===== config.mk =====
export PLATFORM = sky130hd
export DESIGN_NAME = lsu_top
export DESIGN_NICKNAME = d
export VERILOG_FILES = /design/src/hw/lsu_cfg_pkg.sv /design/src/hw/lsu_types_pkg.sv /design/src/hw/lsu_agu.sv /design/src/hw/lsu_mem_access.sv /design/src/hw/lsu_result_pipe.sv /design/src/hw/lsu_top.sv
export SDC_FILE = /design/constraint.sdc
export NUM_CORES = 1
export LEC_CHECK = 0
export BUFFER_PORTS_ARGS = -buffer_cell sky130_fd_sc_hd__buf_2
export CAP_MARGIN = 30
export CORE_ASPECT_RATIO = 1.25
export CORE_MARGIN = 1.5
export CORE_UTILIZATION = 46
export DETAILED_ROUTE_END_ITERATION = 16
export PLACE_DENSITY = 0.77
export SLEW_MARGIN = 20
export SYNTH_ARGS = -nofsm -noshare
export SYNTH_HDL_FRONTEND = slang
export SYNTH_SLANG_ARGS = --single-unit

===== constraint.sdc =====
create_clock -name clk_i -period 1.9 [get_ports clk_i]
set_clock_uncertainty 0.15 [all_clocks]
set_input_delay 0.19 -clock clk_i [delete_from_list [all_inputs] [get_ports clk_i]]
set_output_delay 0.19 -clock clk_i [all_outputs]
set_load 0.01 [all_outputs]

===== src/hw/lsu_cfg_pkg.sv =====
// Configuration constants of the load/store unit
// Widths, result pipe depths and exception cause codes

package lsu_cfg_pkg;

  // --------------------
  // Widths
  // --------------------
  // Data and address width
  localparam int unsigned XLEN          = 32;
  // Width of the transaction tag carried with each op
  localparam int unsigned TRANS_ID_BITS = 3;
  // One enable bit per byte lane
  localparam int unsigned BE_BITS       = XLEN / 8;

  // --------------------
  // Result pipes
  // --------------------
  // Output register stages on each result path, 0 gives a pass-through
  localparam int unsigned LOAD_PIPE_REGS  = 1;
  localparam int unsigned STORE_PIPE_REGS = 1;

  // --------------------
  // Exception causes
  // --------------------
  localparam logic [7:0] CAUSE_LD_MISALIGNED = 8'd4;
  localparam logic [7:0] CAUSE_ST_MISALIGNED = 8'd6;

endpackage


===== src/hw/lsu_types_pkg.sv =====
// Types shared by the stages of the load/store unit
// Operation encoding and the packed structs passed between stages

package lsu_types_pkg;
  import lsu_cfg_pkg::*;

  // Supported load and store operations
  typedef enum logic [2:0] {
    LB  = 3'd0,
    LBU = 3'd1,
    LH  = 3'd2,
    LHU = 3'd3,
    LW  = 3'd4,
    SB  = 3'd5,
    SH  = 3'd6,
    SW  = 3'd7
  } lsu_op_e;

  // Exception reported with a result
  typedef struct packed {
    logic            valid;
    logic [7:0]      cause;
    logic [XLEN-1:0] tval;
  } exception_t;

  // --------------------
  // Issue side
  // --------------------
  typedef struct packed {
    lsu_op_e                  operation;
    logic [XLEN-1:0]          operand_a;
    logic [XLEN-1:0]          imm;
    logic [XLEN-1:0]          data;
    logic [TRANS_ID_BITS-1:0] trans_id;
  } lsu_req_t;

  // Stage-1 control register
  typedef struct packed {
    logic                     valid;
    logic [XLEN-1:0]          vaddr;
    logic [BE_BITS-1:0]       be;
    lsu_op_e                  operation;
    logic                     store;
    logic [XLEN-1:0]          data;
    logic [TRANS_ID_BITS-1:0] trans_id;
    exception_t               ex;
  } lsu_ctrl_t;

  // --------------------
  // Memory side
  // --------------------
  typedef struct packed {
    logic               req;
    logic               we;
    logic [XLEN-1:0]    addr;
    logic [BE_BITS-1:0] be;
    logic [XLEN-1:0]    wdata;
  } mem_req_t;

  // Load or store result, one valid cycle per op
  typedef struct packed {
    logic                     valid;
    logic [TRANS_ID_BITS-1:0] trans_id;
    logic [XLEN-1:0]          result;
    exception_t               ex;
  } lsu_result_t;

endpackage


===== src/hw/lsu_agu.sv =====
// Stage 1 of the load/store unit
// Forms the address, byte enables and misalignment exception of an issued op
// and holds it in the control register until stage 2 takes it

module lsu_agu
  import lsu_cfg_pkg::*;
  import lsu_types_pkg::*;
(
  input  logic      clk_i,
  input  logic      rst_ni,
  // Issue port
  input  logic      lsu_valid_i,
  input  lsu_req_t  lsu_req_i,
  output logic      lsu_ready_o,
  // Link to stage 2
  input  logic      take_i,
  output lsu_ctrl_t ctrl_o
);

  logic [XLEN-1:0]    vaddr;
  logic [BE_BITS-1:0] be;
  logic               is_store;
  logic               misaligned;
  exception_t         mis_ex;
  logic               accept;
  lsu_ctrl_t          ctrl_d;
  lsu_ctrl_t          ctrl_q;

  // --------------------
  // Address generation
  // --------------------
  // No translation, so this is also the physical address
  assign vaddr = $unsigned($signed(lsu_req_i.operand_a) + $signed(lsu_req_i.imm));

  // --------------------
  // Byte enables and alignment
  // --------------------
  always_comb begin
    be         = '0;
    misaligned = 1'b0;
    is_store   = 1'b0;
    unique case (lsu_req_i.operation)
      LB, LBU: begin
        be = BE_BITS'(1) << vaddr[1:0];
      end
      SB: begin
        be       = BE_BITS'(1) << vaddr[1:0];
        is_store = 1'b1;
      end
      LH, LHU: begin
        be         = BE_BITS'(3) << vaddr[1:0];
        misaligned = vaddr[0];
      end
      SH: begin
        be         = BE_BITS'(3) << vaddr[1:0];
        misaligned = vaddr[0];
        is_store   = 1'b1;
      end
      LW: begin
        be         = '1;
        misaligned = (vaddr[1:0] != 2'b00);
      end
      SW: begin
        be         = '1;
        misaligned = (vaddr[1:0] != 2'b00);
        is_store   = 1'b1;
      end
    endcase
  end

  // Misaligned ops carry the faulting address as tval
  always_comb begin
    mis_ex = '0;
    if (misaligned) begin
      mis_ex.valid = 1'b1;
      mis_ex.cause = is_store ? CAUSE_ST_MISALIGNED : CAUSE_LD_MISALIGNED;
      mis_ex.tval  = vaddr;
    end
  end

  // Next contents of the control register
  always_comb begin
    ctrl_d.valid     = lsu_valid_i;
    ctrl_d.vaddr     = vaddr;
    ctrl_d.be        = be;
    ctrl_d.operation = lsu_req_i.operation;
    ctrl_d.store     = is_store;
    ctrl_d.data      = lsu_req_i.data;
    ctrl_d.trans_id  = lsu_req_i.trans_id;
    ctrl_d.ex        = mis_ex;
  end

  // --------------------
  // Control register
  // --------------------
  // Free when empty or when its op leaves in this cycle
  assign lsu_ready_o = ~ctrl_q.valid | take_i;
  assign accept      = lsu_valid_i & lsu_ready_o;

  always_ff @(posedge clk_i or negedge rst_ni) begin
    if (!rst_ni) begin
      ctrl_q <= '0;
    end else if (accept) begin
      ctrl_q <= ctrl_d;
    end else if (take_i) begin
      ctrl_q.valid <= 1'b0;
    end
  end

  assign ctrl_o = ctrl_q;

endmodule


===== src/hw/lsu_mem_access.sv =====
// Stage 2 of the load/store unit
// Issues memory requests, waits for load data and forms the load and store results

module lsu_mem_access
  import lsu_cfg_pkg::*;
  import lsu_types_pkg::*;
(
  input  logic            clk_i,
  input  logic            rst_ni,
  // Link to stage 1
  input  lsu_ctrl_t       ctrl_i,
  output logic            take_o,
  // Data memory port
  output mem_req_t        mem_req_o,
  input  logic            mem_rvalid_i,
  input  logic [XLEN-1:0] mem_rdata_i,
  // Results
  output lsu_result_t     ld_res_o,
  output lsu_result_t     st_res_o
);

  logic                     take;
  logic                     issue_ld;
  logic                     waiting_q;
  lsu_op_e                  ld_op_q;
  logic [1:0]               ld_off_q;
  logic [TRANS_ID_BITS-1:0] ld_id_q;
  logic [XLEN-1:0]          rdata_shifted;
  logic [XLEN-1:0]          ld_data;

  // An outstanding load blocks the next op
  assign take     = ctrl_i.valid & ~waiting_q;
  assign take_o   = take;
  // Aligned loads go to memory, misaligned ones answer at once
  assign issue_ld = take & ~ctrl_i.store & ~ctrl_i.ex.valid;

  // --------------------
  // Memory request
  // --------------------
  always_comb begin
    mem_req_o.req   = take & ~ctrl_i.ex.valid;
    mem_req_o.we    = ctrl_i.store;
    mem_req_o.addr  = ctrl_i.vaddr;
    mem_req_o.be    = ctrl_i.be;
    // Store data moves up into the lanes picked by the low address bits
    mem_req_o.wdata = ctrl_i.data << {ctrl_i.vaddr[1:0], 3'b000};
  end

  // --------------------
  // Outstanding load
  // --------------------
  always_ff @(posedge clk_i or negedge rst_ni) begin
    if (!rst_ni) begin
      waiting_q <= 1'b0;
    end else if (issue_ld) begin
      waiting_q <= 1'b1;
    end else if (mem_rvalid_i) begin
      waiting_q <= 1'b0;
    end
  end

  // What is needed to shape the returning data
  always_ff @(posedge clk_i) begin
    if (issue_ld) begin
      ld_op_q  <= ctrl_i.operation;
      ld_off_q <= ctrl_i.vaddr[1:0];
      ld_id_q  <= ctrl_i.trans_id;
    end
  end

  // --------------------
  // Load data extension
  // --------------------
  // Addressed byte or half word moves down to lane 0
  assign rdata_shifted = mem_rdata_i >> {ld_off_q, 3'b000};

  always_comb begin
    unique case (ld_op_q)
      LB:      ld_data = {{(XLEN - 8){rdata_shifted[7]}}, rdata_shifted[7:0]};
      LBU:     ld_data = {{(XLEN - 8){1'b0}}, rdata_shifted[7:0]};
      LH:      ld_data = {{(XLEN - 16){rdata_shifted[15]}}, rdata_shifted[15:0]};
      LHU:     ld_data = {{(XLEN - 16){1'b0}}, rdata_shifted[15:0]};
      default: ld_data = rdata_shifted;
    endcase
  end

  // --------------------
  // Results
  // --------------------
  // Loads finish either at once with an exception or when data returns
  always_comb begin
    ld_res_o = '0;
    if (take && !ctrl_i.store && ctrl_i.ex.valid) begin
      ld_res_o.valid    = 1'b1;
      ld_res_o.trans_id = ctrl_i.trans_id;
      ld_res_o.ex       = ctrl_i.ex;
    end else if (waiting_q && mem_rvalid_i) begin
      ld_res_o.valid    = 1'b1;
      ld_res_o.trans_id = ld_id_q;
      ld_res_o.result   = ld_data;
    end
  end

  // Stores finish in the cycle they are taken
  always_comb begin
    st_res_o          = '0;
    st_res_o.valid    = take & ctrl_i.store;
    st_res_o.trans_id = ctrl_i.trans_id;
    st_res_o.ex       = ctrl_i.ex;
  end

endmodule


===== src/hw/lsu_result_pipe.sv =====
// Output pipeline for one result path
// Delays a payload by DEPTH register stages or passes it through when DEPTH is 0

module lsu_result_pipe #(
  parameter type payload_t = logic,
  parameter int  DEPTH     = 1
) (
  input  logic     clk_i,
  input  logic     rst_ni,
  input  payload_t d_i,
  output payload_t d_o
);

  if (DEPTH == 0) begin : gen_bypass
    assign d_o = d_i;
  end else begin : gen_regs
    payload_t stage_q [DEPTH];

    // Each stage takes the payload of the stage before it
    always_ff @(posedge clk_i or negedge rst_ni) begin
      if (!rst_ni) begin
        for (int i = 0; i < DEPTH; i++) begin
          stage_q[i] <= '0;
        end
      end else begin
        stage_q[0] <= d_i;
        for (int i = 1; i < DEPTH; i++) begin
          stage_q[i] <= stage_q[i-1];
        end
      end
    end

    assign d_o = stage_q[DEPTH-1];
  end

endmodule


===== src/hw/lsu_top.sv =====
// Load/store unit top level
// Address stage, memory access stage and the load and store result pipes

module lsu_top
  import lsu_cfg_pkg::*;
  import lsu_types_pkg::*;
(
  input  logic            clk_i,
  input  logic            rst_ni,
  // Issue port
  input  logic            lsu_valid_i,
  input  lsu_req_t        lsu_req_i,
  output logic            lsu_ready_o,
  // Data memory port
  output mem_req_t        mem_req_o,
  input  logic            mem_rvalid_i,
  input  logic [XLEN-1:0] mem_rdata_i,
  // Results
  output lsu_result_t     load_res_o,
  output lsu_result_t     store_res_o
);

  lsu_ctrl_t   ctrl;
  logic        take;
  lsu_result_t ld_res;
  lsu_result_t st_res;

  // --------------------
  // Stage 1
  // --------------------
  lsu_agu u_agu (
    .clk_i       (clk_i),
    .rst_ni      (rst_ni),
    .lsu_valid_i (lsu_valid_i),
    .lsu_req_i   (lsu_req_i),
    .lsu_ready_o (lsu_ready_o),
    .take_i      (take),
    .ctrl_o      (ctrl)
  );

  // --------------------
  // Stage 2
  // --------------------
  lsu_mem_access u_mem_access (
    .clk_i        (clk_i),
    .rst_ni       (rst_ni),
    .ctrl_i       (ctrl),
    .take_o       (take),
    .mem_req_o    (mem_req_o),
    .mem_rvalid_i (mem_rvalid_i),
    .mem_rdata_i  (mem_rdata_i),
    .ld_res_o     (ld_res),
    .st_res_o     (st_res)
  );

  // --------------------
  // Result pipes
  // --------------------
  lsu_result_pipe #(
    .payload_t (lsu_result_t),
    .DEPTH     (LOAD_PIPE_REGS)
  ) u_load_pipe (
    .clk_i  (clk_i),
    .rst_ni (rst_ni),
    .d_i    (ld_res),
    .d_o    (load_res_o)
  );

  lsu_result_pipe #(
    .payload_t (lsu_result_t),
    .DEPTH     (STORE_PIPE_REGS)
  ) u_store_pipe (
    .clk_i  (clk_i),
    .rst_ni (rst_ni),
    .d_i    (st_res),
    .d_o    (store_res_o)
  );

endmodule


==> results.env <==
STATUS='finished, violations left'
FAILING_CHECKS='setup timing'
PLACEMENTROWS=62
AREA_GROWTH_SYN_TO_LAYOUT_PCT=45.4
FINALWORSTSETUPSLACK_NS=-0.268
FINAL_LAYOUT_SIZE_SUFFIX_GT1_SHARE_PCT=41.1
POST-SYNTH-TOP-AREA-CELL='dfrtp_1'
AVGVIACOUNTPERCELL=5.40
PIN_COUNT_OF_THE_BIGGEST_NET_ENTERING_GLOBAL_ROUTING=75
CRITICAL_PATH.ENDPOINT_TYPE='output pin'
FINALWEIGHTEDCONGESTION=0.874
YOSYSSEQAREASHARE_PCT=52.4
SETUP_VIOL=57
HPWL_UM=22300
CRITICAL_PATH_FANOUTS_MAX=7
DRTPASS1ITERATIONS=8
WIRE_PER_INST_UM=19.5
FINAL_HOLD_VIOL_COUNT=0
TIMING.REG2REG.SETUP_SLACK_NS=-0.10
VIAS_IN_THE_FIRST_GLOBAL_ROUTE=10100
POST_SYNTH.CELL_AREA_AVG_SQ_UM=9.92
CRITICAL_PATH.REG2REG.STARTPOINT='u_mem_access.ld_off_q[0]$_DFFE_PP_'
P_SEQ_SHARE_PCT=36.9
PLACEMENT_STAGE_WORST_SETUP_SLACK_NS=-0.551
ROUTE.FINAL.WIRE_LENGTH_UM=36400
GRT_PASS1_WL_UM=52500
FILLER_CELL_COUNT=1599
ENDPOINT='mem_req_o[20]'
N_ANTENNA_CELL=0
TIMING.CRITICAL_PATH.ARRIVAL_NS=1.83
DRT_ANTENNA_NET_COUNT=0
LAYOUT_MIN_CYCLE_TIME_NS=2.17
SYNTH.MOST_COMMON_CELL='nand2_1'
WORST_SETUP_PATH_START_KIND='flop'
COUNT_OF_MAPPED_CELLS_OUT_OF_SYNTHESIS=1100
GLOBAL_ROUTE.OVERFLOW_TOTAL=0
CTS-ROOT-TO-SINK-BUFFERS=3
DESIGN.PORTCOUNT=363
FP.DIEH_UM=175
SYNTH-SEQ-CELLS=227
DESIGN.FINAL.NETS=1732
P_INT_mW=12.2
FIN_HOLD_WS_NS=0.0198
CLKSINKCOUNT=227
STATIC-LEAKAGE-POWER_nW=8.05
SYNTH_FLOP_CELL='dfrtp_1'
TOP_POST_SYNTHESIS_CELLS_BY_AREA='dfrtp_1 (50%), nand2_1 (8.3%), buf_4 (5.7%), ha_1 (3.6%), a21oi_1 (2.9%)'
CTS.REPORTEDPATHS.CLKPINSLEW_NS=0.06
CLKLATENCYLATEPIN_NS=0.51
WORST_IR_DROP_VDD_uV=697
YOSYSWARNINGCOUNT=0
NETLIST-CELL-TYPE-COUNT=55
FLOORPLAN.INITIALDENSITY_PCT=47.2
CHIPWIDTH_UM=141
MAX_CLOCK_FREQ_MHz=461
NETSWITCHINGFRACTION_PCT=36.8
ROUTE.DETAILED.DRC=0
TIMING.HOLD.WORST.CLASS='input port to flop'
CTS_MAX_LEVEL=1
CTS_ROOT_BUF='clkbuf_16'
MAXCAPVIOLATIONS=0
FINAL_UTIL_PCT=68.6
TOTAL_POWER_mW=19.3
TRITONCTS='done'
INITIAL_ANTENNA_VIOLATION_COUNT=0
SYNTH-EDFF-COUNT=8
SLEW_VIOLATIONS=0
GLOBALROUTETOTALUTIL_PCT=26.9
POST-SYNTH-TOP-AREA-FRACTION_PCT=50.2
TIMING.FINAL.CRIT_SHARE_PCT=114
FLOORPLAN.CORE_AREA_SQ_UM=23100
RR_WORST_DEPTH=8
SETUP.WORST_PATH.CLASS='flop to output pin'
ASYNC_FLOP_SHARE_PCT=96.5
REQUIRED_NS=1.56
CTS-BUFFERS-INSERTED=23
DRT_FIRST_ITER_VIOLATIONS=544
CELLPOWERDENSITY_nW_PER_UM2=1220
CRITPATHLAUNCH='u_agu.ctrl_o[85]$_DFFE_PN0P_'
POWER_FRAC_CLOCK_PCT=22.7
RSZ0062_AT_GRT='yes'
VIAS=10100
COMBINATIONALPOWERSHARE_PCT=40.4
FLOORPLAN.DIE_AREA_SQ_UM=24700
SYNTH_TOP_CELLS_BY_COUNT='nand2_1 (240), dfrtp_1 (219), buf_4 (83)'
CRITICAL_PATH.REG2REG.ENDPOINT='u_load_pipe.d_o[60]$_DFF_PN0_'
POWER.NET_SWITCHING_mW=7.09
NETLIST_AREA_SQ_UM=10900
IO_PORT_BUFS=318
per-layer routing:
layer / routed length (um) / global-route usage [%]
met2: 18700 / 48.7
met1: 12800 / 30.0
met4: 1750 / 12.5
met3: 3120 / 5.95
met5: 0 / 0
power by group through the flow:
stage	sequential [mW]	combinational [mW]	clock (mW)
after floorplan	6.98	3.83	0
after global placement	7.01	6.04	0
after detailed placement	7.05	6.14	0
after CTS	6.99	6.93	4.42
after global routing	7.26	8.30	4.60
final	7.12	7.79	4.37
cell type report:
type | instances | area (sq um) | share of cell area (%)
clock buffers | 33 | 653 | 4.12
clock inverters | 7 | 63.8 | 0.402
inverters | 9 | 33.8 | 0.213
multi-input cells | 770 | 5330 | 33.6
flip-flops and latches | 227 | 5720 | 36.1
well taps | 288 | 360 | 2.27
repair buffers | 531 | 3700 | 23.3
stage by stage:
| step | instance area (sq um) | setup TNS, ns | cells |
|---|---|---|---|
| 2_1_floorplan | 11400 | -2.43 | 1143 |
| 3_3_place_gp | 13600 | -18.78 | 1733 |
| 3_5_place_dp | 13600 | -20.79 | 1733 |
| 4_1_cts | 15300 | -3.10 | 1856 |
| 5_1_grt | 15900 | -9.46 | 1865 |
| 6_report | 15900 | -5.89 | 1865 |
sequential cells by signal (all words and copies together) (netlist names):
signal / flops
u_mem_access.ld_op_q: 3
u_mem_access.waiting_q: 1
u_mem_access.ld_id_q: 3
u_load_pipe.d_o: 70
u_mem_access.ld_off_q: 2
u_agu.ctrl_o: 110
u_store_pipe.d_o: 38
cell families (layout without fill, tap and decap cells):
kind of cell,after synthesis,after routing,synth area share (%)
buffers and inverters,147,580,8.04
other,1,44,0.0344
xor gates and xnor gates,29,29,2.33
and+or+nand+nor,386,386,15.6
DFF,227,227,52.4
muxes,44,44,4.17
adders and majority gates,32,32,3.74
AOI/OAI and AO/OA,234,235,13.6
worst min path at each step:
stage / start / endpoint / cells past startpoint
finish: mem_rdata_i[2] / u_load_pipe.d_o[43]$_DFF_PN0_ / 4
global route: rst_ni / u_agu.ctrl_o[56]$_DFFE_PN0P_ / 2
CTS: rst_ni / u_agu.ctrl_o[0]$_DFFE_PN0P_ / 2
detailed placement: rst_ni / u_agu.ctrl_o[56]$_DFFE_PN0P_ / 1
global placement: rst_ni / u_agu.ctrl_o[56]$_DFFE_PN0P_ / 1
floorplan: rst_ni / u_agu.ctrl_o[0]$_DFFE_PN0P_ / 0
critical path, cell delays in order (launching register included):
cell,delay [ns]
dfrtp_2,0.46
buf_4,0.17
nor2b_4,0.29
nand2_1,0.09
o21ai_1,0.12
buf_2,0.18
placed cells by master, fill, tap and decap left out, drive strengths merged, types with 18 or more instances in the layout:
master	Yosys	routed
ha	31	31
o21ai	64	64
clkbuf	43	34
nor2	45	45
a211oi	26	26
and2	47	47
conb	1	44
a21oi	64	64
buf	95	461
nand2	240	240
dfrtp	219	219
nor2b	21	21
dlygate4sd3	0	68
xor2	20	20
mux2i	32	32
a22o	18	18
timing repair:
item | in CTS | in global routing
cloned | 4 | 2
gates resized for setup | 35 | 111
setup buffers | 10 | 8
pin swaps | 10 | 36
hold endpoints to repair | 295 | 0
endpoints found under the setup margin | 48 | 79
hold buffers | 69 | 0
(Power assumes the default switching activity.)
